## config.mk

```make
export PLATFORM = sky130hd
export DESIGN_NAME = branch_target
export DESIGN_NICKNAME = d
export VERILOG_FILES = /design/src/br_pkg.sv /design/src/branch_target.sv
export SDC_FILE = /design/constraint.sdc
export NUM_CORES = 1
export LEC_CHECK = 0
export BUFFER_PORTS_ARGS = -buffer_cell sky130_fd_sc_hd__buf_2
export CAP_MARGIN = 0
export CORE_MARGIN = 5
export CORE_UTILIZATION = 45
export DETAILED_ROUTE_END_ITERATION = 8
export GPL_TIMING_DRIVEN = 0
export PLACE_DENSITY = 0.83
export SYNTH_ARGS = -nofsm -noshare
export SYNTH_HDL_FRONTEND = slang
export SYNTH_SLANG_ARGS = --single-unit
```

## constraint.sdc

```tcl
create_clock -name vclk -period 4.1
set_clock_uncertainty 0.05 [all_clocks]
set_input_delay 0 -clock vclk [all_inputs]
set_output_delay 0 -clock vclk [all_outputs]
set_load 0.05 [all_outputs]
```

## src/br_pkg.sv

```systemverilog
`default_nettype none

package br_pkg;

    // datapath widths
    localparam int XLEN      = 32;
    localparam int TAG_W     = 6;   // physical register tag
    localparam int NUM_PREGS = 64;

    // branch reservation station sizing
    localparam int RS_DEPTH  = 8;
    localparam int RS_PTR_W  = 3;   // log2 of RS_DEPTH

    // branch and jump opcodes as decoded by dispatch
    typedef enum logic [2:0] {
        OP_BEQ  = 3'd0,
        OP_BNE  = 3'd1,
        OP_BLT  = 3'd2,
        OP_BGE  = 3'd3,
        OP_BLTU = 3'd4,
        OP_BGEU = 3'd5,
        OP_JAL  = 3'd6,  // unconditional, pc relative
        OP_JALR = 3'd7   // unconditional, register relative
    } br_op_e;

endpackage

`default_nettype wire

```

## src/branch_target.sv

```systemverilog
`timescale 1ns/1ps
`default_nettype none

module branch_target import br_pkg::*; (
    input  br_op_e          op,
    input  logic [XLEN-1:0] pc,
    input  logic [XLEN-1:0] imm,
    input  logic [XLEN-1:0] rs1_val,
    output logic [XLEN-1:0] target,
    output logic [XLEN-1:0] link,
    output logic            misaligned
);

    logic            is_jalr;
    logic [XLEN-1:0] base;
    logic [XLEN-1:0] sum;

    assign is_jalr = (op == OP_JALR);
    assign base    = is_jalr ? rs1_val : pc;  // register relative only for jalr
    assign sum     = base + imm;

    // jalr drops bit 0 of the computed address
    assign target = is_jalr ? {sum[XLEN-1:1], 1'b0} : sum;

    assign link = pc + 32'd4;

    // 32 bit instructions, no compressed support
    assign misaligned = target[1];

endmodule

`default_nettype wire

```

Word-level counts from Yosys, hierarchy flattened --
Cells that the tools add are included.
Storage, ports and cells: register bits after elaboration 0, input bits 99, output and inout port bits 65, logic and storage cells 5
Operators by class: add/subtract/negate cells 2, eq/ne operators 1, multiplexer cells 2
Operators with widths (count):
- adder 32 x 3 -> 32 bit (second input constant) | 1
- adder 32 bit | 1
- two-way mux 32 bit | 1
- equality test 3 bit (second input constant) | 1
- two-way mux 1 bit | 1

Logic depth before layout (Yosys ltp) --
Gate-level depths: netlist of run 1.
depth in word-level cells 4, mapped depth 13, gate-level depth less buffers 12

Least setup slack after synthesis of run 1 --
Ideal clock, no wire load.
kind input to output, start in op[1], end out target[20], arrival time 3.574 ns, data required time 4.050 ns, setup slack 0.476 ns, stages on the path 13, buffers on the path 1, cells stage by stage nand3_1 clkbuf_1 mux2_2 ha_1 inv_1 fa_1 nor2b_1 o2111ai_1 a21oi_1 o21bai_1 a21oi_1 nor4_1 a311oi_1
On the way: word-level cells in the longest chain between the ends 3
Ends and longest elaborated chain:
- start, declared | line branch_target.sv:5 | input br_op_e op,
- equality test 3 bit | line branch_target.sv:18 | assign is_jalr = (op == OP_JALR);
- two-way mux 32 bit | line branch_target.sv:19 | assign base = is_jalr ? rs1_val : pc;
- adder 32 bit | line branch_target.sv:20 | assign sum = base + imm;
- end, declared | line branch_target.sv:9 | output logic [XLEN-1:0] target,
Every way passes these cells.

Final worst setup path of run 1 --
Ends and elaborated chain as after synthesis.

==> results.toml, run 1 <==
[clocking]
post_cts_buffers = 0
cts_hold_buffers = 0
cts_resized = 0

[layout]
syn_to_final_growth_pct = 34.38
regArea_um2 = 0
seq_cells = 0
finish.instance_area_um2 = 3575
drive_above_1_share_pct = 38.96
num-nets-final = 676
diodes = 0
clockBufferCount = 0

[sta]
timing.hold.ws_ps = 305.8
maxSlewHeadroom_pct = 59.58
period_minus_slack_ps = 3604
drv_slew = 0
tightest_slew_ps = 600.0
setup_viol = 0
worst_slack_ps = 496.0
timing_hold_violations_final = 0
rsz0062_at_grt = "false"
fmax_ghz = 0.2775
fin_tns_setup_ps = 0
fin_crit_sh_pct = 87.90

[drt]
wl_per_cell_um = 15.74
totalWireLength_mm = 9.667
num_vias = 3461
antenna_left = 0
drc = 0
vias_per_cell = 5.637
dr.first_iter.drc_count = 145
dr.pass1.iters = 4

[synthesis]
yosys_warnings = 0
syn_nets = 510
synth_top_area_share_pct = 16.46
netlist_top_cells_area = "ha_1 16%, mux2_2 14%, xnor2_1 13%"
synth_area_um2 = 2660
synth_common_cells = "47 x nand2_1, 38 x a21oi_1, 38 x xnor2_1"
syn_area_per_cell_um2 = 7.093
post-synth-top-count-cell = "nand2_1"
synth_cell_types = 47
yosysSeqAreaShare_pct = 0
synth_top_cell_by_area = "ha_1"
netlist_instances = 375

[place]
port_buffers = 164
place.gp.congestion = 0.9435
dpl_worst_slack_ps = 570.8
placed_area_um2 = 3575
hpwl_mm = 8.547

[power]
ir_worst_vdd_v = 0.0002110
pwr-share-seq_pct = 0
p_sw_share_pct = 70.12
pwr-share-comb_pct = 100.0
p_leak_nw = 1.822
switchingPower_uw = 654.5
clkPwrFrac_pct = 0
cell_internal_pwr_uw = 278.8
power.density_nw_per_um2 = 261.1

[critical_path]
crit_path_max_fanout = 10
critPathCaptureType = "output port"
required_ps = 4050
start_kind = "input port"
critPathArrivalTime_ps = 3550
crit_type = "input port to output port"
worstSetupStartpoint = "op[1]"

[global_route]
grt_first_pass_wirelength_mm = 15.20
grt_usage_pct = 24.23
antenna_found_initial = 0
first_global_vias = 3289
grt_overflow_total = 0
grt_max_degree = 11

[die]
die_w_um = 86.89
core_area_um2 = 5851
initial_core_util_pct = 45.47
std_cell_rows = 28
ios = 164
dieArea_um2 = 7549
fp.dieH_um = 86.89

[worst_hold_path]
min_path_type = "input port to output port"
hp-start = "pc[2]"

[status]
outcome = "finished clean"

[flow_run]
cap_viol_max_count = 0
==> cells in the final DEF, fill, tap and decap left out, types with 3 or more instances in the layout <==
cell type,n
a31oi_1,6
nand3_1,15
nor2_1,22
o211ai_1,3
buf_4,3
a21oi_1,38
nor3_1,4
nor2b_1,4
clkbuf_1,3
inv_1,12
nand2_1,47
nand4_1,9
and2_1,4
o21a_1,4
buf_2,170
mux2_2,32
a21o_1,11
o2111ai_1,3
o21ai_0,17
and3_1,10
nand2b_1,3
and4_1,3
ha_1,35
xor2_1,16
xnor2_1,38
==> worst max-delay path, stage by stage <==
cell,delay [ps]
buf_2,100
nand3_1,250
clkbuf_1,480
mux2_2,260
ha_1,160
inv_1,50
fa_1,400
nor2b_1,190
o2111ai_1,160
a21oi_1,450
o21bai_1,180
a21oi_1,250
nor4_1,70
a311oi_1,240
buf_2,300
==> routing by layer <==
layer	global-route usage (%)	routed length (um)
met1	30.00	3900
met2	44.38	4821
met3	3.027	727
met4	5.099	217
met5	0	0
==> worst paths after layout <==
| kind | endpoint | slack [ps] | cells past startpoint |
|---|---|---|---|
| worst max-delay path | target[20] | 500 | 15 |
| worst min-delay path | link[2] | 310 | 3 |
==> cell families after synthesis <==
family          Yosys count  synth area share (%)
compound gates           98                 23.14
simple gates            128                 23.47
xor+xnor                 54                 17.78
buf+inv                  26                 4.468
mux                      33                 13.92
fa+ha+maj                36                 17.22
==> area by class of cell <==
cell class         instances  area (um^2)
well taps                 75        93.84
multi-input cells        349         2541
repair buffers           164        820.8
fillers                  558         2276
plain buffers             14        73.82
inverters                 12        45.04
==> per-stage QoR <==
stage | total power, mW | std cells | utilization [%]
final | 0.9333 | 614 | 61.10
after global routing | 0.9933 | 614 | 61.10
after CTS | 0.9308 | 614 | 61.10
after detailed placement | 0.9269 | 614 | 61.10
after global placement | 0.9165 | 614 | 61.10
after floorplan | 0.6969 | 375 | -
==> power by group through the flow <==
stage               Sequential, mW  Combinational (mW)  Clock [mW]
CTS                              0               0.931           0
floorplan                        0               0.697           0
global route                     0               0.993           0
finish                           0               0.933           0
detailed placement               0               0.927           0
global placement                 0               0.916           0
(Power assumes the default switching activity.)
==> run 2, diff against run 1 <==
--- a/config.mk
+++ b/config.mk
@@ -7,6 +7,7 @@
 export LEC_CHECK = 0
 export BUFFER_PORTS_ARGS = -buffer_cell sky130_fd_sc_hd__buf_2
 export CAP_MARGIN = 0
+export CORE_ASPECT_RATIO = 0.8
 export CORE_MARGIN = 5
 export CORE_UTILIZATION = 45
 export DETAILED_ROUTE_END_ITERATION = 8
==> run 2 against run 1 <==
Effect of this change: final cell count up 0.98%; combinational power up 0.8%; maximum frequency down 1.4%; core utilization up 0.47 points; critical endpoint unchanged; largest power group unchanged.
==> results.toml, run 2 (synthesized netlist as in run 1, its figures left out) <==
[sta]
period_minus_slack_ps = 3656
setup_viol = 0
timing_hold_violations_final = 0
fmax_ghz = 0.2735
fin_tns_setup_ps = 0
worst_slack_ps = 443.6
fin_crit_sh_pct = 89.18
drv_slew = 0
rsz0062_at_grt = "false"
maxSlewHeadroom_pct = 61.42
tightest_slew_ps = 572.6

[critical_path]
critPathArrivalTime_ps = 3610
required_ps = 4050
crit_path_max_fanout = 10
cpPeakStageDelay_ps = 480
critPathCaptureType = "output port"
start_kind = "input port"
crit_type = "input port to output port"
cp_slowest_cell = "clkbuf_1"
crit_chain = "buf_2 -> nand3_1 -> clkbuf_1 -> mux2_2 -> ha_1 -> inv_1 -> fa_1 -> nor2b_1 -> o2111ai_1 -> a21oi_1 -> o21bai_1 -> a21oi_1 -> nor4_1 -> a311oi_1 -> buf_2"

[place]
dpl_worst_slack_ps = 492.6
hpwl_mm = 8.731
place.gp.congestion = 0.9655
port_buffers = 164
placed_area_um2 = 3582

[global_route]
grt_usage_pct = 23.85
antenna_found_initial = 0
grt_overflow_total = 0
grt_first_pass_wirelength_mm = 14.88
grt_max_degree = 11
first_global_vias = 3130

[layout]
diodes = 0
finish.instance_area_um2 = 3582
seq_cells = 0
syn_to_final_growth_pct = 34.67
drive_above_1_share_pct = 38.96
final_cell_mix = "170 x buf_2, 47 x nand2_1, 38 x xnor2_1, 38 x a21oi_1, 35 x ha_1"
num-nets-final = 676
regArea_um2 = 0
multi_input_area_um2 = 2541
layout_commonest_cell = "buf_2"
clockBufferCount = 0
fillers = 565

[drt]
dr.pass1.iters = 6
num_vias = 3462
dr.first_iter.drc_count = 176
drc = 0
vias_per_cell = 5.584
wl_per_cell_um = 16.04
met1_length_mm = 4.292
totalWireLength_mm = 9.944
highest_layer = "met4"
antenna_left = 0
met2_length_mm = 4.818
wl_met3_um = 752

[power]
power.density_nw_per_um2 = 262.5
totalPowerFinal_uw = 940.3
p_leak_nw = 1.822
ir_worst_vdd_v = 0.0001475

[die]
ios = 164
initial_core_util_pct = 45.72
dieArea_um2 = 7558
fp.dieH_um = 78.77
std_cell_rows = 25
core_area_um2 = 5818
die_w_um = 95.96

[status]
outcome = "finished clean"

[flow_run]
cap_viol_max_count = 0

[clocking]
cts_resized = 0
post_cts_buffers = 0
cts_hold_buffers = 0

[worst_hold_path]
min_path_type = "input port to output port"
==> run 2: layer usage <==
| layer | global-route usage (%) | up-vias |
|---|---|---|
| met5 | 0 | - |
| met4 | 1.989 | 0 |
| met3 | 2.178 | 12 |
| met2 | 42.33 | 165 |
| met1 | 32.24 | 1587 |
| li1 | - | 1698 |
==> run 2: critical path, delay by kind of cell <==
family / cells / cell delay, ps
AO/OA/AOI/OAI: 5 / 1280
adder cells (fa/ha/maj): 2 / 570
buffers and inverters: 4 / 930
multiplexers: 1 / 260
AND/OR/NAND/NOR: 3 / 540
==> run 2: final timing paths <==
path                endpoint  depth (start not counted)  slack [ps]  startpoint
setup / recovery  target[20]                         15         440       op[1]
hold / removal       link[2]                          3         300       pc[2]
==> run 2: cell type report <==
| type | instances | area share (%) |
|---|---|---|
| multi-input cells | 349 | 70.94 |
| repair buffers | 164 | 22.91 |
| well taps | 81 | 2.829 |
| plain buffers | 14 | 2.061 |
| inverters | 12 | 1.257 |
==> run 2: stage by stage <==
stage	hold WS [ps]	instances	util [%]
finish	304.8	620	61.57
global placement	302.5	620	61.57
global route	326.6	620	61.57
CTS	304.4	620	61.57
floorplan	117.1	375	-
detailed placement	300.7	620	61.57
==> run 2: power by group <==
group | total [mW] | switching, mW | internal [mW]
sequential | 0 | 0 | 0
combinational | 0.940 | 0.661 | 0.279
clock | 0 | 0 | 0
total | 0.940 | 0.661 | 0.279
