===== config.mk =====
export PLATFORM = sky130hd
export DESIGN_NAME = branch_resolve
export DESIGN_NICKNAME = d
export VERILOG_FILES = /design/src/br_pkg.sv /design/src/branch_resolve.sv
export SDC_FILE = /design/constraint.sdc
export NUM_CORES = 1
export LEC_CHECK = 0
export BUFFER_PORTS_ARGS = -buffer_cell sky130_fd_sc_hd__clkbuf_2
export CAP_MARGIN = 20
export CORE_MARGIN = 3
export CORE_UTILIZATION = 39
export DETAILED_ROUTE_END_ITERATION = 10
export PLACE_DENSITY = 0.78
export SLEW_MARGIN = 20
export SYNTH_ARGS = -nofsm -noshare
export SYNTH_HDL_FRONTEND = slang
export SYNTH_SLANG_ARGS = --single-unit

===== constraint.sdc =====
create_clock -name clk -period 4.1 [get_ports clk]
set_input_delay 0.205 -clock clk [delete_from_list [all_inputs] [get_ports clk]]
set_output_delay 0.205 -clock clk [all_outputs]
set_load 0.03 [all_outputs]

===== src/br_pkg.sv =====
`default_nettype none

package br_pkg;

    // datapath widths
    localparam int XLEN      = 32;
    localparam int TAG_W     = 6;   // physical register tag
    localparam int NUM_PREGS = 64;

    // branch reservation station sizing
    localparam int RS_DEPTH  = 8;
    localparam int RS_PTR_W  = 3;   // log2 of RS_DEPTH

    // branch and jump opcodes as decoded by dispatch
    typedef enum logic [2:0] {
        OP_BEQ  = 3'd0,
        OP_BNE  = 3'd1,
        OP_BLT  = 3'd2,
        OP_BGE  = 3'd3,
        OP_BLTU = 3'd4,
        OP_BGEU = 3'd5,
        OP_JAL  = 3'd6,  // unconditional, pc relative
        OP_JALR = 3'd7   // unconditional, register relative
    } br_op_e;

endpackage

`default_nettype wire


===== src/branch_resolve.sv =====
`timescale 1ns/1ps
`default_nettype none

module branch_resolve import br_pkg::*; (
    input  logic             clk,
    input  logic             reset,
    input  logic             iss_valid,
    input  logic [XLEN-1:0]  iss_pc,
    input  logic [TAG_W-1:0] iss_rd,
    input  logic             iss_pred_taken,
    input  logic [XLEN-1:0]  iss_pred_target,
    input  logic             taken,
    input  logic [XLEN-1:0]  target,
    input  logic [XLEN-1:0]  link,
    input  logic             misaligned,
    output logic             iss_ready,
    output logic             flush,
    output logic             res_valid,
    input  logic             res_ready,
    output logic             res_taken,
    output logic [XLEN-1:0]  res_next_pc,
    output logic [XLEN-1:0]  res_link,
    output logic [TAG_W-1:0] res_rd,
    output logic             res_mispredict,
    output logic             res_misaligned
);

    logic            load;
    logic            mispredict;
    logic [XLEN-1:0] next_pc;

    assign iss_ready = !res_valid || res_ready;
    assign load      = iss_valid && iss_ready && !flush;  // wrong path item is dropped

    assign next_pc    = taken ? target : iss_pc + 32'd4;
    assign mispredict = (taken != iss_pred_taken)
                        || (taken && target != iss_pred_target);

    always_ff @(posedge clk) begin
        if (reset) begin
            res_valid <= 1'b0;
            flush     <= 1'b0;
        end else begin
            flush <= load && mispredict;  // one cycle, right after the load
            if (load) begin
                res_valid <= 1'b1;
            end else if (res_ready) begin
                res_valid <= 1'b0;
            end
        end
    end

    always_ff @(posedge clk) begin
        if (load) begin
            res_taken      <= taken;
            res_next_pc    <= next_pc;
            res_link       <= link;
            res_rd         <= iss_rd;
            res_mispredict <= mispredict;
            res_misaligned <= taken && misaligned;  // only a redirect can fault
        end
    end

endmodule

`default_nettype wire


### Word-level counts from Yosys, hierarchy flattened

Index checks and enable logic that the tools add are counted.

| word-level totals | value |
|---|---|
| output and inout bits | 76 |
| bits in registers | 75 |
| input bits | 141 |

| operators by class | value |
|---|---|
| mux-type cells | 3 |
| equal/unequal tests | 2 |
| $add $sub $neg | 1 |
| reduce and logical (&&, ||, !) cells | 10 |

Operator list:

| kind | count |
|---|---|
| $add 32x3->32 const B | 1 |
| $mux 32 | 1 |
| $ne 32x32->1 | 1 |
| $logic_and 1x1->1 | 5 |
| $logic_not 1->1 | 2 |
| $logic_or 1x1->1 | 2 |
| $mux 1 | 2 |
| $reduce_bool 2->1 | 1 |
| $ne 1x1->1 | 1 |

### Longest topological paths before layout

Gate-level depths: netlist of run 1.

| depth | value |
|---|---|
| depth after elaboration | 5 |
| gate-level depth with buffers | 6 |
| gate-level depth less buffers | 6 |

### Least setup slack after synthesis of run 1

No wires, ideal clock.

| timing path | value |
|---|---|
| path type | reg2reg |
| start point | reg res_valid |
| end point | reg res_link[0] (enable) |
| stages on the path, launching flop included | 3 |
| slack | -462 ps |
| setup time | 515 ps |
| data arrival time | 4,047 ps |
| clock period less this slack | 4,562 ps |
| path buffers | 0 |
| cell sequence | dfxtp_1 > nand2b_1 > nor2b_1 |

| between the ends | value |
|---|---|
| word-level cells in the longest chain between the ends | 4 |

Ends and longest elaborated chain:

| element | line | RTL |
|---|---|---|
| start, declared | branch_resolve.sv:18 | `output logic res_valid,` |
| start signal, assigned | branch_resolve.sv:41 | `res_valid <= 1'b0;` |
| start signal, assigned | branch_resolve.sv:46 | `res_valid <= 1'b1;` |
| start signal, assigned | branch_resolve.sv:48 | `res_valid <= 1'b0;` |
| $logic_not 1->1 | branch_resolve.sv:32 | `assign iss_ready = !res_valid \|\| res_ready;` |
| $logic_or 1x1->1 | branch_resolve.sv:32 |  |
| via iss_ready | branch_resolve.sv:16 | `output logic iss_ready,` |
| $logic_and 1x1->1 (2 in series) | branch_resolve.sv:33 | `assign load = iss_valid && iss_ready && !flush;` |
| via load | branch_resolve.sv:28 | `logic load;` |
| end signal, assigned | branch_resolve.sv:57 | `res_link <= link;` |
| end, declared | branch_resolve.sv:22 | `output logic [XLEN-1:0] res_link,` |

The timed path passes the listed nets, and every way through them passes these cells.
A chain may end at the register's enable or synchronous reset.

### Worst setup path in the final report of run 1

| timing path | value |
|---|---|
| start point | reg flush |
| end point | reg flush |

| between the ends | value |
|---|---|
| word-level cells in the longest chain between the ends | 3 |

Ends and longest elaborated chain:

| element | line | RTL |
|---|---|---|
| start, declared | branch_resolve.sv:17 | `output logic flush,` |
| start signal, assigned | branch_resolve.sv:44 | `flush <= load && mispredict;` |
| $logic_not 1->1 | branch_resolve.sv:33 |  |
| $logic_and 1x1->1 | branch_resolve.sv:33 |  |
| via load | branch_resolve.sv:28 |  |
| $logic_and 1x1->1 | branch_resolve.sv:44 |  |

The timed path passes the listed nets, and every way through them passes these cells.

==> impl_results.md, run 1 <==
- Number of H-tree levels: 3
- Max clock buf depth: 2
- Die X: around 100 um
- Placed Cells: 594
- Mean area per synthesized cell: 12.8 um^2
- Status: completed
- DRC: 0
- R2r setup slk: 1.97 ns
- Final WL: 10500 um
- First-pass GRT wire length: 15000 um
- Setup TNS: 0 ns
- CTS buffer count: 9
- Net Sw Power: 0.534 mW
- Ports: about 220
- Syn nets: 418
- Worst-skew pair later-pin latency: 0.35 ns
- Slowest CP cell: nor2b_4
- Non-Filler Instances: 610
- Leak Pwr: approximately 2.2 nW
- Layout cells sized above 1: 49.0%
- Hpwl dp: 8720 um
- Multi-input logic area: 1270 um^2
- CTS tree: built
- Seq pwr share: 50.0%
- Post-CTS setup buffer count: 0
- Number of max-cap violations: 0
- Mapped cell area: 3530 um^2
- DIE AREA: 10200 um^2
- Post-CTS Hold Buffers: 0
- DR vias/cell: 4.87
- Critical Path Sink Type: register
- Post-CTS sizing: 0
- IO Port Bufs: 216
- Final WS setup: 1.97 ns
- Top cell type's share of synthesized area: 62.0%
- Row cnt: 34
- Flops & latches, synth: 75
- Final setup vio count: 0
- CP top delay family: simple AND/OR/NAND/NOR gates
- Hold WC Path Type: input port to register
- Pre-CTS setup slack: 1.93 ns
- Slew HR: between 30 and 40%
- Critical path startpoint category: register
- Worst Path Max Fanout: 35
- Detailed Routing Iterations Pass 1: 4
- Synth cell types: 31
- Cell-internal power: 1.31 mW
- Initial antenna violation count: 0
- Pin count of the biggest net entering global routing: 65
- # nets final: 639
- Filler cell count: between 700 and 800
- Area leader, netlist: edfxtp_1
- Number of diodes: 0
- Hold Violations, Final: 0
- Clock share of power: 30.9%
- CP cell instances: nand2b_1 > nor2b_4 > buf_4 > nor4b_1
- Skew final: around 0.012 ns
- Final period util: 51.9%
- Most common library cell in the layout ignoring fill and taps: clkbuf_2
- # clock sinks: 75
- GRT Total Usage: between 10% and 20%
- CP bufs+invs: 1
- Clock root buffer: clkbuf_8
- Initial Utilization: between 40% and 50%
- Ranking of synthesized cells by area: edfxtp_1 62%, xor2_1 11%, xnor2_1 4.2%
- Crit Path Class: register to register
- Worst EP arrival: between 2 and 2.5 ns
- Post-Syn Instances: about 280
- Antenna viol nets, final: 0
- Most frequent cells in the layout: 215 x clkbuf_2, 73 x edfxtp_1, 43 x xor2_1, 36 x nand2_1, 24 x o21ai_0
- Vias in the first global route: ~3000
- Slew Viols, Final: 0
- Switching part of the total: 28.9%
- GP Congestion: 0.809
- YS warnings: 0
- Worst Max-Slew Pin Slew: 0.960 ns
- Starting DRT DRC Count: 114
- Combinational share of power: 19.1%
- Post-synthesis sequential area ratio: 63.2%
- Core area: 8760 um^2
- Drt wl/cell: 17.2 um
- Critical Path RT: about 4.4 ns
- Pwr dens: approximately 370 nW/um^2
- Post-synth EDFFs: 73
- Fmax: ~0.47 GHz
- Sequential Area: 2230 um^2
- Via count: 2968
- Total power: ~1.8 mW
- Layout area overhead: 39.8%
- Die Ht: 101 um
- Unrepaired setup endpoints after global routing: no
- Clock slew at reported path FFs: 0.09 ns
- Main synth FF type: edfxtp_1
- Max stage delay on crit path: 0.76 ns
- Maximum VDD drop: 0.141 mV
- Fin crit period: about 2.1 ns
- GRT Residual Overflow: 0
- Post-synthesis async set-or-reset flop share: 0%
-- worst reg2reg max path, stage by stage (launching register included) --
cell,delay [ns]
dfxtp_1,0.31
nand2b_1,0.19
nor2b_4,0.76
buf_4,0.49
nor4b_1,0.27
-- path summary, 6_finish.rpt --
kind / cells past startpoint / startpoint / endpoint
hold / removal: 1 / iss_rd[1] / res_rd[1]
hold reg to reg: 2 / res_valid / res_valid
setup / recovery: 4 / flush / flush
setup reg to reg: 4 / flush / flush
-- final cells by class --
type	instances	area share [%]
clock buffers	9	2.51
clock inverters	7	1.55
inverters	2	0.152
multi-input cells	191	25.7
flip-flops and latches	75	45.2
well taps	108	2.74
repair buffers	218	22.2
-- state kept, by name (all words and copies together) (netlist names) --
register / cells
res_next_pc: 32
res_misaligned: 1
res_link: 32
res_mispredict: 1
res_valid: 1
flush: 1
res_rd: 6
res_taken: 1
-- synth_stat cells, types with 2 or more instances --
master and count:
mux2_2 4, clkbuf_1 5, nand3_1 9, o21ai_1 4, nor3_1 10, xor2_1 43, nor2_1 6, buf_1 2
nand4_1 7, nand2b_1 2, and4_1 2, o21ai_0 24, nand2_1 36, and3_1 6, edfxtp_1 73, nor4_1 7
dfxtp_1 2, nand3_4 2, and2_1 3, xnor2_1 17, inv_1 2
-- routing by layer --
layer / vias up / track usage, % / share of wire, %
li1: 1450 / - / -
met2: 141 / 35.2 / 52
met3: 25 / 4.82 / 8.4
met4: 0 / 10.3 / 3.3
met5: - / 0 / 0
met1: 1352 / 21.3 / 37
-- power by group through the flow --
stage          clock network, mW  logic, mW  registers [mW]
3_5_place_dp                   0      0.356           0.941
2_1_floorplan                  0     0.0852            1.05
4_1_cts                    0.578      0.357           0.924
6_report                   0.571      0.352           0.924
5_1_grt                    0.608      0.378           0.929
3_3_place_gp                   0      0.348           0.940
-- per-stage QoR --
| step | hold WS [ns] | utilization, % | instance area [um^2] |
|---|---|---|---|
| global placement | 0.382 | 54.1 | 4740 |
| detailed placement | 0.384 | 54.1 | 4740 |
| global route | 0.0126 | 56.4 | 4940 |
| finish | 0.0253 | 56.4 | 4940 |
| CTS | 0.0101 | 56.4 | 4940 |
| floorplan | 0.274 | - | 3540 |
-- kinds of logic after synthesis --
| group | after synthesis | share of synthesized area (%) |
|---|---|---|
| compound gates | 29 | 4.11 |
| xor+xnor | 60 | 14.9 |
| fa+ha+maj | 1 | 0.354 |
| buf+inv | 10 | 1.17 |
| flops | 75 | 63.2 |
| mux | 4 | 1.27 |
| simple gates | 97 | 15.1 |
Note: power is estimated with default switching activity, not from simulation.
==> run 2, diff against run 1 <==
==> constraint.sdc (replaced) <==
create_clock -name clk -period 1.7 [get_ports clk]
set_input_delay 0.085 -clock clk [delete_from_list [all_inputs] [get_ports clk]]
set_output_delay 0.085 -clock clk [all_outputs]
set_load 0.03 [all_outputs]
==> run 2 against run 1 <==
Against the previous run:
- clock power grew 140%
- flip-flop and latch count is the same
- non-clock buffer count grew 49
- count of clock-buffer cells in the layout grew 1
- global-route usage grew 3.2 points
- clock skew shrank 0.0036 ns
- sequential share of layout area shrank 4.2 points
- via count grew 8.8%
- combinational power grew to 2.8 times the previous value
- highest routed layer unchanged
==> impl_results.md, run 2 (synthesis results as in run 1) <==
- Clock root buffer: clkbuf_8 (unchanged)
- Layout area overhead: 54.5% (was 39.8%)
- Drt wl/cell: 18.5 um (was 17.2 um)
- Number of H-tree levels: 3 (unchanged)
- Vias in the first global route: 3378 (was 2968)
- Final WL: 12200 um (was 10500 um)
- Leak Pwr: 2.39 nW (was 2.16 nW)
- Final setup vio count: 0 (unchanged)
- Pwr dens: 842 nW/um^2 (was 374 nW/um^2)
- Pin count of the biggest net entering global routing: 42 (was 65)
- CP Capture Point: res_next_pc[28] (was flush)
- Status: completed (unchanged)
- Antenna viol nets, final: 0 (unchanged)
- # clock sinks: 75 (unchanged)
- GP Congestion: 0.876 (was 0.809)
- Number of max-cap violations: 0 (unchanged)
- Starting DRT DRC Count: 151 (was 114)
- First-pass GRT wire length: 17500 um (was 15000 um)
- Maximum VDD drop: 0.368 mV (was 0.141 mV)
- Filler cell count: 676 (was 760)
- DRC: 0 (unchanged)
- Worst Path Max Fanout: 4 (was 35)
- IO Port Bufs: 216 (unchanged)
- CTS tree: built (unchanged)
- Fmax: 0.769 GHz
- Critical path startpoint category: input port (was register)
- Most common library cell in the layout ignoring fill and taps: clkbuf_2 (unchanged)
- R2r setup slk: 0.47 ns (was 1.97 ns)
- Slew Viols, Final: 0 (unchanged)
- Die Ht: 101 um (unchanged)
- Crit Path Class: input port to register (was register to register)
- CTS buffer count: 9 (unchanged)
- Pre-CTS setup slack: 0.0145 ns (was 1.93 ns)
- GRT Residual Overflow: 0 (unchanged)
- Start of the worst register-to-register path: flush (unchanged)
- Core area: 8760 um^2 (unchanged)
- Worst setup path start: iss_pc[3] (was flush)
- Layout cells sized above 1: 47.0% (was 49.0%)
- Final WS setup: 0.399 ns (was 1.97 ns)
- DR vias/cell: 4.90 (was 4.87)
- Die X: 101 um (unchanged)
- Ports: 217 (unchanged)
- Reg2reg path depth: 3 (was 4)
- # nets final: 688 (was 639)
- Worst Max-Slew Pin Slew: 0.434 ns (was 0.960 ns)
- Unrepaired setup endpoints after global routing: no (unchanged)
- GRT Total Usage: 22.8% (was 19.6%)
- Final period util: approximately three quarters
- Hold Violations, Final: 0 (unchanged)
- DIE AREA: 10200 um^2 (unchanged)
- Max clock buf depth: 2 (unchanged)
- Slew HR: 70.8% (was 36.0%)
- Most frequent cells in the layout: 216 x clkbuf_2, 73 x edfxtp_1, 43 x xor2_1, 39 x dlygate4sd3_1, 36 x nand2_1 (was 215 x clkbuf_2, 73 x edfxtp_1, 43 x xor2_1, 36 x nand2_1, 24 x o21ai_0)
- Via count: 3228 (was 2968)
- Critical Path RT: 1.78 ns (was 4.35 ns)
- Number of diodes: 0 (unchanged)
- Skew final: 0.00806 ns (was 0.0116 ns)
- Initial Utilization: 40.3% (unchanged)
- Critical Path Sink Type: register (unchanged)
- Clock slew at reported path FFs: 0.09 ns (about the same)
- Hold WC Path Type: input port to register (unchanged)
- Row cnt: 34 (unchanged)
- Initial antenna violation count: 0 (unchanged)
- Detailed Routing Iterations Pass 1: 4 (unchanged)
- Post-CTS sizing: 0 (unchanged)
- Worst r2r dst: res_next_pc[5] (was flush)
- Fin Hold WS: 0.0233 ns (was 0.0253 ns)
- Final Cell Area: 5460 um^2 (was 4940 um^2)
- Placed inst area: 4870 um^2 (was 4740 um^2)
- Largest regs: res_link x32, res_next_pc x32, res_rd x6 (unchanged)
- Worst EP arrival: 1.38 ns (was 2.37 ns)
- Hpwl dp: 9030 um (was 8720 um)
- Fin util: 62.3% (was 56.4%)
- Fin crit period: 1.30 ns
- Worst-skew pair later-pin latency: 0.34 ns (was 0.35 ns)
-- run 2: cell types whose count changed in the layout (fill, tap and decap cells not counted), moves of 2 or more --
cell           delta
nand2b_4          +2
inv_6             +2
nand2b_1          -2
buf_4             +7
dlygate4sd3_1    +39
buf_12            +3
dfxtp_1           -2
-- run 2: worst max-delay path, stage by stage --
cell      delay [ns]
clkbuf_2        0.11
ha_1            0.18
and3_1          0.27
nand3_4         0.10
buf_4           0.16
nor3_1          0.23
xnor2_1         0.15
o21ai_0         0.10
-- run 2: worst min path at each step --
stage | endpoint | cells after the start | startpoint | slack (ns)
3_5_place_dp | res_link[23] | 1 | link[23] | 0.26
2_1_floorplan | res_valid | 1 | reset | 0.14
5_1_grt | res_misaligned | 2 | misaligned | 0.02
6_report | res_misaligned | 2 | misaligned | 0.02
3_3_place_gp | res_link[31] | 1 | link[31] | 0.26
4_1_cts | res_misaligned | 2 | misaligned | 0.02
-- run 2: per-stage QoR --
stage               setup TNS [ns]  std cells  power, mW
CTS                              0        659       4.61
floorplan                   -28.91        276       2.73
global route                     0        659       4.76
detailed placement               0        604       3.16
global placement          -0.00608        604       3.14
finish                           0        659       4.60
-- run 2: layout make-up --
class | instances | area (um^2) | area share [%]
tap | 108 | 135 | 2.47
clock inverter | 6 | 72.6 | 1.33
sequential | 75 | 2240 | 41.0
multi-input combinational | 191 | 1280 | 23.5
timing repair buffer | 267 | 1600 | 29.3
clock buffer | 10 | 128 | 2.34
inverter | 2 | 7.51 | 0.137
-- run 2: layer usage --
layer	GRT usage [%]	part of all wire, %
met2	42.7	53
met5	0	0
met3	5.58	8.3
met1	24.4	36
met4	9.10	2.9
-- run 2: power breakdown --
group	internal [mW]	total (mW)	leakage, nW	switching, mW
clock	0.697	1.39	0.0979	0.696
combinational	0.377	0.975	1.57	0.598
sequential	2.19	2.23	0.720	0.0430
-- run 2: what timing repair did --
| action | CTS | global route |
|---|---|---|
| hold buffers | 39 | 0 |
| setup buffers | 0 | 0 |
| hold endpoints to repair | 40 | 0 |
