<file path="config.mk">
export PLATFORM = sky130hd
export DESIGN_NAME = branch_compare
export DESIGN_NICKNAME = d
export VERILOG_FILES = /design/src/br_pkg.sv /design/src/branch_compare.sv
export SDC_FILE = /design/constraint.sdc
export NUM_CORES = 1
export LEC_CHECK = 0
export BUFFER_PORTS_ARGS = -buffer_cell sky130_fd_sc_hd__buf_2
export CAP_MARGIN = 20
export CORE_MARGIN = 4
export CORE_UTILIZATION = 39
export DETAILED_ROUTE_END_ITERATION = 6
export PLACE_DENSITY = 0.78
export SETUP_SLACK_MARGIN = 0.3
export SYNTH_ARGS = -nofsm -noshare
export SYNTH_HDL_FRONTEND = slang
export SYNTH_SLANG_ARGS = --single-unit
</file>
<file path="constraint.sdc">
create_clock -name vclk -period 1.6
set_input_delay 0.16 -clock vclk [all_inputs]
set_output_delay 0.16 -clock vclk [all_outputs]
set_load 0.02 [all_outputs]
</file>
<file path="src/br_pkg.sv">
`default_nettype none

package br_pkg;

    // datapath widths
    localparam int XLEN      = 32;
    localparam int TAG_W     = 6;   // physical register tag
    localparam int NUM_PREGS = 64;

    // branch reservation station sizing
    localparam int RS_DEPTH  = 8;
    localparam int RS_PTR_W  = 3;   // log2 of RS_DEPTH

    // branch and jump opcodes as decoded by dispatch
    typedef enum logic [2:0] {
        OP_BEQ  = 3'd0,
        OP_BNE  = 3'd1,
        OP_BLT  = 3'd2,
        OP_BGE  = 3'd3,
        OP_BLTU = 3'd4,
        OP_BGEU = 3'd5,
        OP_JAL  = 3'd6,  // unconditional, pc relative
        OP_JALR = 3'd7   // unconditional, register relative
    } br_op_e;

endpackage

`default_nettype wire

</file>
<file path="src/branch_compare.sv">
`timescale 1ns/1ps
`default_nettype none

module branch_compare import br_pkg::*; (
    input  br_op_e          op,
    input  logic [XLEN-1:0] rs1_val,
    input  logic [XLEN-1:0] rs2_val,
    output logic            taken
);

    logic eq;
    logic lt_s;
    logic lt_u;

    assign eq   = (rs1_val == rs2_val);
    assign lt_s = ($signed(rs1_val) < $signed(rs2_val));
    assign lt_u = (rs1_val < rs2_val);

    always_comb begin
        case (op)
            OP_BEQ:  taken = eq;
            OP_BNE:  taken = !eq;
            OP_BLT:  taken = lt_s;
            OP_BGE:  taken = !lt_s;
            OP_BLTU: taken = lt_u;
            OP_BGEU: taken = !lt_u;
            OP_JAL,
            OP_JALR: taken = 1'b1;  // jumps always redirect
            default: taken = 1'b0;
        endcase
    end

endmodule

`default_nettype wire

</file>
== Word-level counts from Yosys, hierarchy flattened ==
Cells that the tools add are included.
Storage, ports and cells
  flip-flop bits (word level): 0
  output and inout bits: 1
Operators by class
  multiplexer cells: 1
  reductions and logical operators: 5
  order comparisons: 2
  equal/unequal tests: 8
Operators by type and width (count)
  < comparator 32 bit: 2
  equality test 32 bit: 1
  equality test 3 bit, second input constant: 4
  one-hot mux 1 bit (7 select lines): 1
  equality test 3 x 2 -> 1 bit, second input constant: 2
  equality test 3 x 1 -> 1 bit, second input constant: 1
  zero test 1 bit: 3
  zero test 3 bit: 1
  OR reduction 2 bit: 1

== Logic depth before layout (Yosys ltp) ==
Gate-level depths: netlist of run 1.
  depth after elaboration: 3
  mapped depth: 8

== Worst setup path after synthesis of run 1 ==
No wires, ideal clock.
  path type: input to output
  start: input port rs2_val[14]
  end: output port taken
  stages: 8
  required time: 1.440 ns
  path slack: -0.358 ns
  buffers on the path: 0
  arrival time: 1.798 ns
  path through: inv_1 > ha_1 > nand4_1 > nor4_2 > a21boi_2 > a2111oi_0 > o21ai_0 > mux2i_1
Between the ends
  longest elaborated chain between the ends: 3
  elaborated cells between the ends (all ways): 7
RTL lines
  from (decl): RTL line branch_compare.sv:7  | input logic [XLEN-1:0] rs2_val,
  < comparator 32 bit, or another cell as far along: RTL line branch_compare.sv:17  | assign lt_u = (rs1_val < rs2_val);
  zero test 1 bit, on equally long branches: RTL line branch_compare.sv:26, branch_compare.sv:22, branch_compare.sv:24
  one-hot mux 1 bit (7 select lines) (*): RTL line branch_compare.sv:20  | case (op)
  to (decl): RTL line branch_compare.sv:8  | output logic taken
Mark *: on every way between the ends. The rest lies on a longest branch, timed or not.

== Final worst setup path of run 1 ==
  start: input port rs2_val[15]
  end: output port taken
The elaborated chain is that of the path after synthesis.

==> flow_metrics.tcl, run 1 <==
set metrics [dict create \
    synthesis.area_um2 923 \
    antennaDiodeCount 0 \
    grt_pass1_vias 1169 \
    area_growth_pct 79.3 \
    hold_slack_ns 0.861 \
    grt_start_max_net_pins 6 \
    drv_cap 0 \
    finalMaxSlewViolations 0 \
    cp.required_ns 1.44 \
    n_fill_cell 174 \
    routabilityCongestion 0.780 \
    hold_viol 0 \
    setup_viol 1 \
    final.setup.worst_slack_ns -0.502 \
    synthTopCellsByArea "ha_1 43%, inv_1 14%, a21oi_1 9.2%, nand4_2 4.1%, o21a_1 3.3%" \
    rsz0062_at_grt "true" \
    cp.arrival_ns 1.94 \
    grt_overflow 0 \
    first_iter_violations 18 \
    core_mm2 0.00223 \
    hpwl_um 2300 \
    nNetsFinal 302 \
    grt_usage_pct 15.2 \
    seq_cells 0 \
    violations "negative setup slack" \
    status "finished with violations" \
    leakage_nw 0.906 \
    antenna_found_initial 0 \
    final-seq-area_um2 0 \
    vdd_drop_max_mv 0.171 \
    p_per_area_mw_per_mm2 258 \
    drive_gt1_share_pct 52.7 \
    io_pins 68 \
    worstPathMaxFanout 3 \
    start_util_pct 41.3 \
    ys_types 26 \
    dieArea_mm2 0.00321 \
    worstSetupPathType "in2out" \
    ys_seq_area_share_pct 0 \
    syn_inst 124 \
    whs_path_depth 4 \
    crit_path_top_delay_cell "nor4_4" \
    fin_util_pct 74.1 \
    yosys_warnings 0 \
    crit_chain "buf_6 -> inv_2 -> ha_4 -> nand4_1 -> nor4_4 -> a21boi_2 -> a2111oi_2 -> o21ai_1 -> mux2i_2 -> buf_4" \
    fin_total_pwr_mw 0.428 \
    mostFrequentLayoutCells "52 x buf_2, 27 x inv_1, 23 x ha_1, 15 x a21oi_1, 14 x buf_6" \
    chipHeight_um 56.7 \
    numPortBuffers 68 \
    worstSetupEndpointType "output pin" \
    slew_headroom_pct 76.5 \
    period_share_pct 131 \
    ant_nets 0 \
    timing.fmax_mhz 476 \
    worst_slew_pin_slew_ns 0.349 \
    wl_per_cell_um 12.2 \
    rows 17 \
    drc 0 \
    viasPerCell 4.99 \
    vias 1142 \
    place_ws_ns -0.587 \
    instances_no_fill 229 \
    clkbuf_count 0 \
    avgSynthCellArea_um2 7.45 \
    cp_slowest_stage_delay_ns 0.34 \
    yosysTopAreaCell "ha_1" \
    grt_pass1_wl_um 4220 \
    worstHoldPathType "in2out" \
    timing.hold.worst.start "op[0]" \
    syn_nets 223 \
    dp.cells 228 \
    dr.pass1.iters 3 \
    period_minus_slack_ns 2.10 \
    synth_top_area_share_pct 43.4 \
    final_common_cell "buf_2" \
    die_x_um 56.7 \
    multi_input_area_um2 956 \
    whs_endpoint "taken" \
    wl_um 2800 \
    start_kind "input pin" \
]
==> worst max path at each step <==
stage	start	to	slack, ns
after floorplan	rs2_val[9]	taken	-0.21
after global placement	rs2_val[9]	taken	-0.51
after detailed placement	rs2_val[9]	taken	-0.59
after CTS	rs2_val[11]	taken	-0.51
after global routing	rs2_val[22]	taken	-0.60
final	rs2_val[15]	taken	-0.50
==> through the flow <==
step | TNS, ns | instance area (um2)
finish | -0.502 | 1660
global route | -0.603 | 1660
CTS | -0.510 | 1510
detailed placement | -0.587 | 1440
global placement | -0.506 | 1440
floorplan | -0.206 | 1000
==> Yosys cell counts <==
cell type / instances
o221ai_1: 1
inv_1: 35
a21boi_0: 1
a21o_1: 1
a311o_1: 1
nor2_1: 1
nand4_2: 3
o21ai_0: 2
a21boi_1: 1
mux2i_1: 1
o21a_1: 4
nand4_1: 3
nor4_4: 1
a2111oi_0: 1
nor2b_1: 1
a21boi_2: 1
ha_1: 32
and4_1: 2
o211ai_1: 3
nand2_1: 7
o31ai_1: 1
a211oi_1: 1
nor4_2: 1
a21oi_1: 17
nand3_1: 1
nand4b_1: 1
==> cells by family after synthesis <==
group / Yosys count / share of synthesized area [%]
AOI/OAI and AO/OA: 35 / 24.3
buffers and inverters: 35 / 14.2
adders and majority gates: 32 / 43.4
and+or+nand+nor: 21 / 17.1
muxes: 1 / 1.08
==> final cells by class <==
| type | instances | share of cell area (%) |
|---|---|---|
| Multi-Input combinational cell | 89 | 57.7 |
| Timing Repair Buffer | 77 | 30.7 |
| Inverter | 35 | 9.45 |
| Tap cell | 28 | 2.12 |
==> worst max-delay path: cells and delay by family <==
family | cells | cell delay (ns)
buffers and inverters | 3 | 0.29
muxes | 1 | 0.26
AOI/OAI and AO/OA | 3 | 0.50
adders and majority gates | 1 | 0.25
and+or+nand+nor | 2 | 0.48
==> metal layers <==
| layer | routed length [um] | GRT usage [%] | vias up | share of wire [%] |
|---|---|---|---|---|
| met5 | 0 | 0 | - | 0 |
| met4 | 0 | 1.02 | 0 | 0 |
| met3 | 207 | 1.61 | 0 | 7.4 |
| met2 | 1580 | 31.5 | 40 | 56 |
| met1 | 1010 | 16.6 | 508 | 36 |
| li1 | - | - | 594 | - |
==> report_power, final <==
group / switching, mW / total [mW] / internal (mW)
Sequential: 0 / 0 / 0
Clock: 0 / 0 / 0
Combinational: 0.192 / 0.428 / 0.236
==> what timing repair did <==
item                                   CTS  global route
pin swaps                                7            12
resized for setup                       12            24
hold buffers                             0             0
setup endpoints to repair                1             1
setup buffers                            1             0
endpoints found under the hold margin    0             0
(Power assumes the default switching activity.)
==> inputs of run 2 (changes only) <==
--- a/config.mk
+++ b/config.mk
@@ -7,10 +7,9 @@
 export LEC_CHECK = 0
 export BUFFER_PORTS_ARGS = -buffer_cell sky130_fd_sc_hd__buf_2
 export CAP_MARGIN = 20
-export CORE_MARGIN = 4
 export CORE_UTILIZATION = 39
 export DETAILED_ROUTE_END_ITERATION = 6
-export PLACE_DENSITY = 0.78
+export PLACE_DENSITY = 0.81
 export SETUP_SLACK_MARGIN = 0.3
 export SYNTH_ARGS = -nofsm -noshare
 export SYNTH_HDL_FRONTEND = slang
==> flow_metrics.tcl, run 2 (synthesis gave the netlist of run 1 again) <==
set metrics [dict create \
    crit_chain "buf_2 -> inv_1 -> ha_4 -> nand2_2 -> nor4_2 -> buf_4 -> nand4b_1 -> o211ai_1 -> o31ai_2 -> mux2i_2 -> buf_4" \
    start_util_pct 41.7 \
    dieArea_mm2 0.00257 \
    final_common_cell "buf_2" \
    hold_buffers 0 \
    first_iter_violations 2 \
    antenna_found_initial 0 \
    drive_gt1_share_pct 53.0 \
    worstSetupPathType "in2out" \
    grt_usage_pct 19.7 \
    cp.arrival_ns 1.92 \
    start_kind "input pin" \
    slew_headroom_pct 80.6 \
    mostFrequentLayoutCells "60 x buf_2, 27 x inv_1, 22 x ha_1, 17 x a21oi_1, 12 x buf_4" \
    drc 0 \
    worstPathMaxFanout 3 \
    crit_start "rs2_val[5]" \
    finalMaxSlewViolations 0 \
    violations "negative setup slack" \
    vdd_drop_max_mv 0.150 \
    seq_cells 0 \
    grt_pass1_vias 1121 \
    fin_total_pwr_mw 0.411 \
    cp.required_ns 1.44 \
    worstSetupEndpoint "taken" \
    rows 17 \
    final-seq-area_um2 0 \
    worst_slew_pin_slew_ns 0.288 \
    die_x_um 50.7 \
    status "finished with violations" \
    setup_viol 1 \
    critical_path_depth 11 \
    setup_tns_ns -0.483 \
    worstSetupEndpointType "output pin" \
    viasPerCell 5.09 \
    vias 1171 \
    final.setup.worst_slack_ns -0.483 \
    clkbuf_count 0 \
    cp_slowest_stage_delay_ns 0.31 \
    wl_um 2570 \
    timing.fmax_mhz 480 \
    hpwl_um 2200 \
    rsz0062_at_grt "true" \
    antennaDiodeCount 0 \
    grt_overflow 0 \
    grt_start_max_net_pins 6 \
    wl_per_cell_um 11.2 \
    ant_nets 0 \
    area_growth_pct 72.4 \
    fin_util_pct 71.9 \
    nNetsFinal 303 \
    crit_family "simple AND/OR/NAND/NOR gates" \
    path_buf_inv 4 \
    crit_path_top_delay_cell "nor4_2" \
    period_share_pct 130 \
    io_pins 68 \
    hold_viol 0 \
    timing.hold.worst.start "op[0]" \
    leakage_nw 0.883 \
    core_mm2 0.00221 \
    worstHoldPathType "in2out" \
    chipHeight_um 50.7 \
    routabilityCongestion 0.719 \
    numPortBuffers 68 \
    period_minus_slack_ns 2.08 \
    p_per_area_mw_per_mm2 258 \
    drv_cap 0 \
    grt_pass1_wl_um 4080 \
    worst_path_most_repeated_cell "buf_4" \
    dr.pass1.iters 2 \
    hold_slack_ns 0.796 \
]
==> run 2: cell types whose count changed in the layout (fill, tap and decap cells not counted), sizes merged <==
cell and change:
buf +1
==> run 2: metrics by stage <==
step / cell area (um2) / cells / setup WS, ns
after floorplan: 1000 / 124 / -0.206
after global placement: 1440 / 228 / -0.523
after global routing: 1590 / 230 / -0.582
final: 1590 / 230 / -0.483
after detailed placement: 1440 / 228 / -0.581
after CTS: 1590 / 230 / -0.460
==> run 2: worst min path at each step <==
stage	end	depth (start not counted)	slack (ns)
finish	taken	4	0.80
global placement	taken	4	0.80
floorplan	taken	3	0.58
CTS	taken	4	0.79
global route	taken	4	0.82
detailed placement	taken	4	0.80
==> run 2: cell type report <==
class	instances	area, um2
Timing Repair Buffer	78	458
Fill cell	182	621
Tap cell	28	35.0
Multi-Input combinational cell	89	947
Inverter	35	151
==> run 2: per-layer routing <==
layer / vias to the layer above / part of all wire, % / track usage, %
li1: 597 / - / -
met1: 532 / 36 / 18.3
met2: 40 / 58 / 45.1
met3: 2 / 5.6 / 1.82
met4: 0 / 0.27 / 1.85
met5: - / 0 / 0
==> run 2: power breakdown <==
part	switching, mW	internal (mW)
logic	0.187	0.224
clock network	0	0
registers	0	0
total	0.187	0.224
==> run 2: timing repair <==
item	4_1_cts	5_1_grt
buffers inserted	2	0
pin swaps	9	0
resized for setup	22	0
gates cloned	0	0
endpoints found under the setup margin	1	1
==> inputs of run 3 (changes only) <==
--- a/config.mk
+++ b/config.mk
@@ -5,8 +5,9 @@
 export SDC_FILE = /design/constraint.sdc
 export NUM_CORES = 1
 export LEC_CHECK = 0
-export BUFFER_PORTS_ARGS = -buffer_cell sky130_fd_sc_hd__buf_2
+export BUFFER_PORTS_ARGS = -buffer_cell sky130_fd_sc_hd__buf_4
 export CAP_MARGIN = 20
+export CORE_MARGIN = 2
 export CORE_UTILIZATION = 39
 export DETAILED_ROUTE_END_ITERATION = 6
 export PLACE_DENSITY = 0.81
==> flow_metrics.tcl, run 3 (synthesis gave the netlist of run 1 again) <==
set metrics [dict create \
    status "finished with violations" \
    violations "negative setup slack" \
    chipHeight_um 52.7 \
    timing.fmax_mhz 454 \
    leakage_nw 0.957 \
    clkbuf_count 0 \
    rows 17 \
    setup_viol 1 \
    hold_viol 0 \
    antenna_found_initial 0 \
    stdcell_area_mm2 0.00176 \
    path_buf_inv 3 \
    worstPathMaxFanout 3 \
    ant_nets 0 \
    final_common_cell "buf_4" \
    dieArea_mm2 0.00277 \
    numPortBuffers 68 \
    nNetsFinal 304 \
    cp.required_ns 1.44 \
    drv_cap 0 \
    grt_pass1_wl_um 4420 \
    dr.pass1.iters 4 \
    crit_path_top_delay_cell "nor4_4" \
    mostFrequentLayoutCells "71 x buf_4, 27 x inv_1, 24 x ha_1, 17 x a21oi_1, 8 x ha_4" \
    antennaDiodeCount 0 \
    hpwl_um 2340 \
    wl_um 2860 \
    drive_gt1_share_pct 51.7 \
    worstSetupEndpointType "output pin" \
    period_minus_slack_ns 2.20 \
    cp.arrival_ns 2.04 \
    period_share_pct 138 \
    slew_headroom_pct 73.8 \
    viasPerCell 5.16 \
    instances_no_fill 231 \
    n_fill_cell 151 \
    wl_per_cell_um 12.4 \
    drc 0 \
    die_x_um 52.7 \
    start_kind "input pin" \
    hold_buffers 0 \
    vias 1192 \
    setup_tns_ns -0.604 \
    vdd_drop_max_mv 0.197 \
    grt_overflow 0 \
    grt_pass1_vias 1176 \
    crit_family "simple AND/OR/NAND/NOR gates" \
    worstHoldPathType "in2out" \
    final.setup.worst_slack_ns -0.604 \
    routabilityCongestion 0.753 \
    area_growth_pct 90.4 \
    start_util_pct 41.3 \
    dp.cells 228 \
    final-seq-area_um2 0 \
    worstSetupPathType "in2out" \
    hold_slack_ns 0.844 \
    rsz0062_at_grt "true" \
    seq_cells 0 \
    core_mm2 0.00223 \
    first_iter_violations 14 \
    worst_slew_pin_slew_ns 0.389 \
    cp_slowest_stage_delay_ns 0.40 \
    finalMaxSlewViolations 0 \
    p_per_area_mw_per_mm2 265 \
    io_pins 68 \
    grt_usage_pct 20.5 \
    crit_chain "buf_6 -> inv_2 -> ha_4 -> nand4_1 -> nor4_4 -> a21boi_4 -> a2111oi_4 -> o21ai_2 -> mux2i_2 -> buf_4" \
    placed_area_mm2 0.00161 \
    grt_start_max_net_pins 6 \
]
[run 3: cell count changes in the layout (fill, tap and decap cells not counted), moves of 2 or more]
cell / delta
inv_4: +2
inv_2: -2
a21boi_2: -2
ha_4: -2
buf_4: +59
ha_1: +2
buf_2: -60
[run 3: what timing repair did]
action | 4_1_cts | 5_1_grt
endpoints found under the setup margin | 1 | 1
setup buffers | 2 | 1
pin swaps | 8 | 6
hold endpoints to repair | 0 | 0
gates resized for setup | 19 | 5
[run 3: layout make-up]
type | count | area, um2 | area share (%)
timing repair buffer | 79 | 627 | 35.7
multi-input combinational | 89 | 940 | 53.5
tap | 28 | 35.0 | 1.99
inverter | 35 | 156 | 8.90
[run 3: path summary, 6_finish.rpt]
kind,end,cells past startpoint,startpoint
max,taken,10,rs2_val[15]
min,taken,4,op[0]
[run 3: layer usage]
metal / part of all wire, % / routed length [um] / global-route usage [%] / up-vias
li1: - / - / - / 599
met1: 36 / 1030 / 18.9 / 536
met2: 54 / 1550 / 45.6 / 53
met3: 8.7 / 249 / 2.86 / 4
met4: 1.1 / 32 / 2.99 / 0
met5: 0 / 0 / 0 / -
[run 3: per-stage QoR]
stage          util [%]  total power [mW]  setup slack (ns)
6_report           78.7             0.465            -0.604
5_1_grt            78.7             0.513            -0.642
4_1_cts            77.0             0.443            -0.455
3_5_place_dp       72.0             0.409            -0.579
3_3_place_gp       72.0             0.390            -0.465
2_1_floorplan         -             0.199            -0.206
[run 3: tightest hold or removal path: stages]
cell	delay, ns
buf_4	0.09
a21oi_1	0.08
mux2i_2	0.18
buf_4	0.17
[run 3: power breakdown]
group          leakage (nW)  switching, mW  internal [mW]
sequential                0              0              0
clock                     0              0              0
combinational         0.957          0.195          0.270
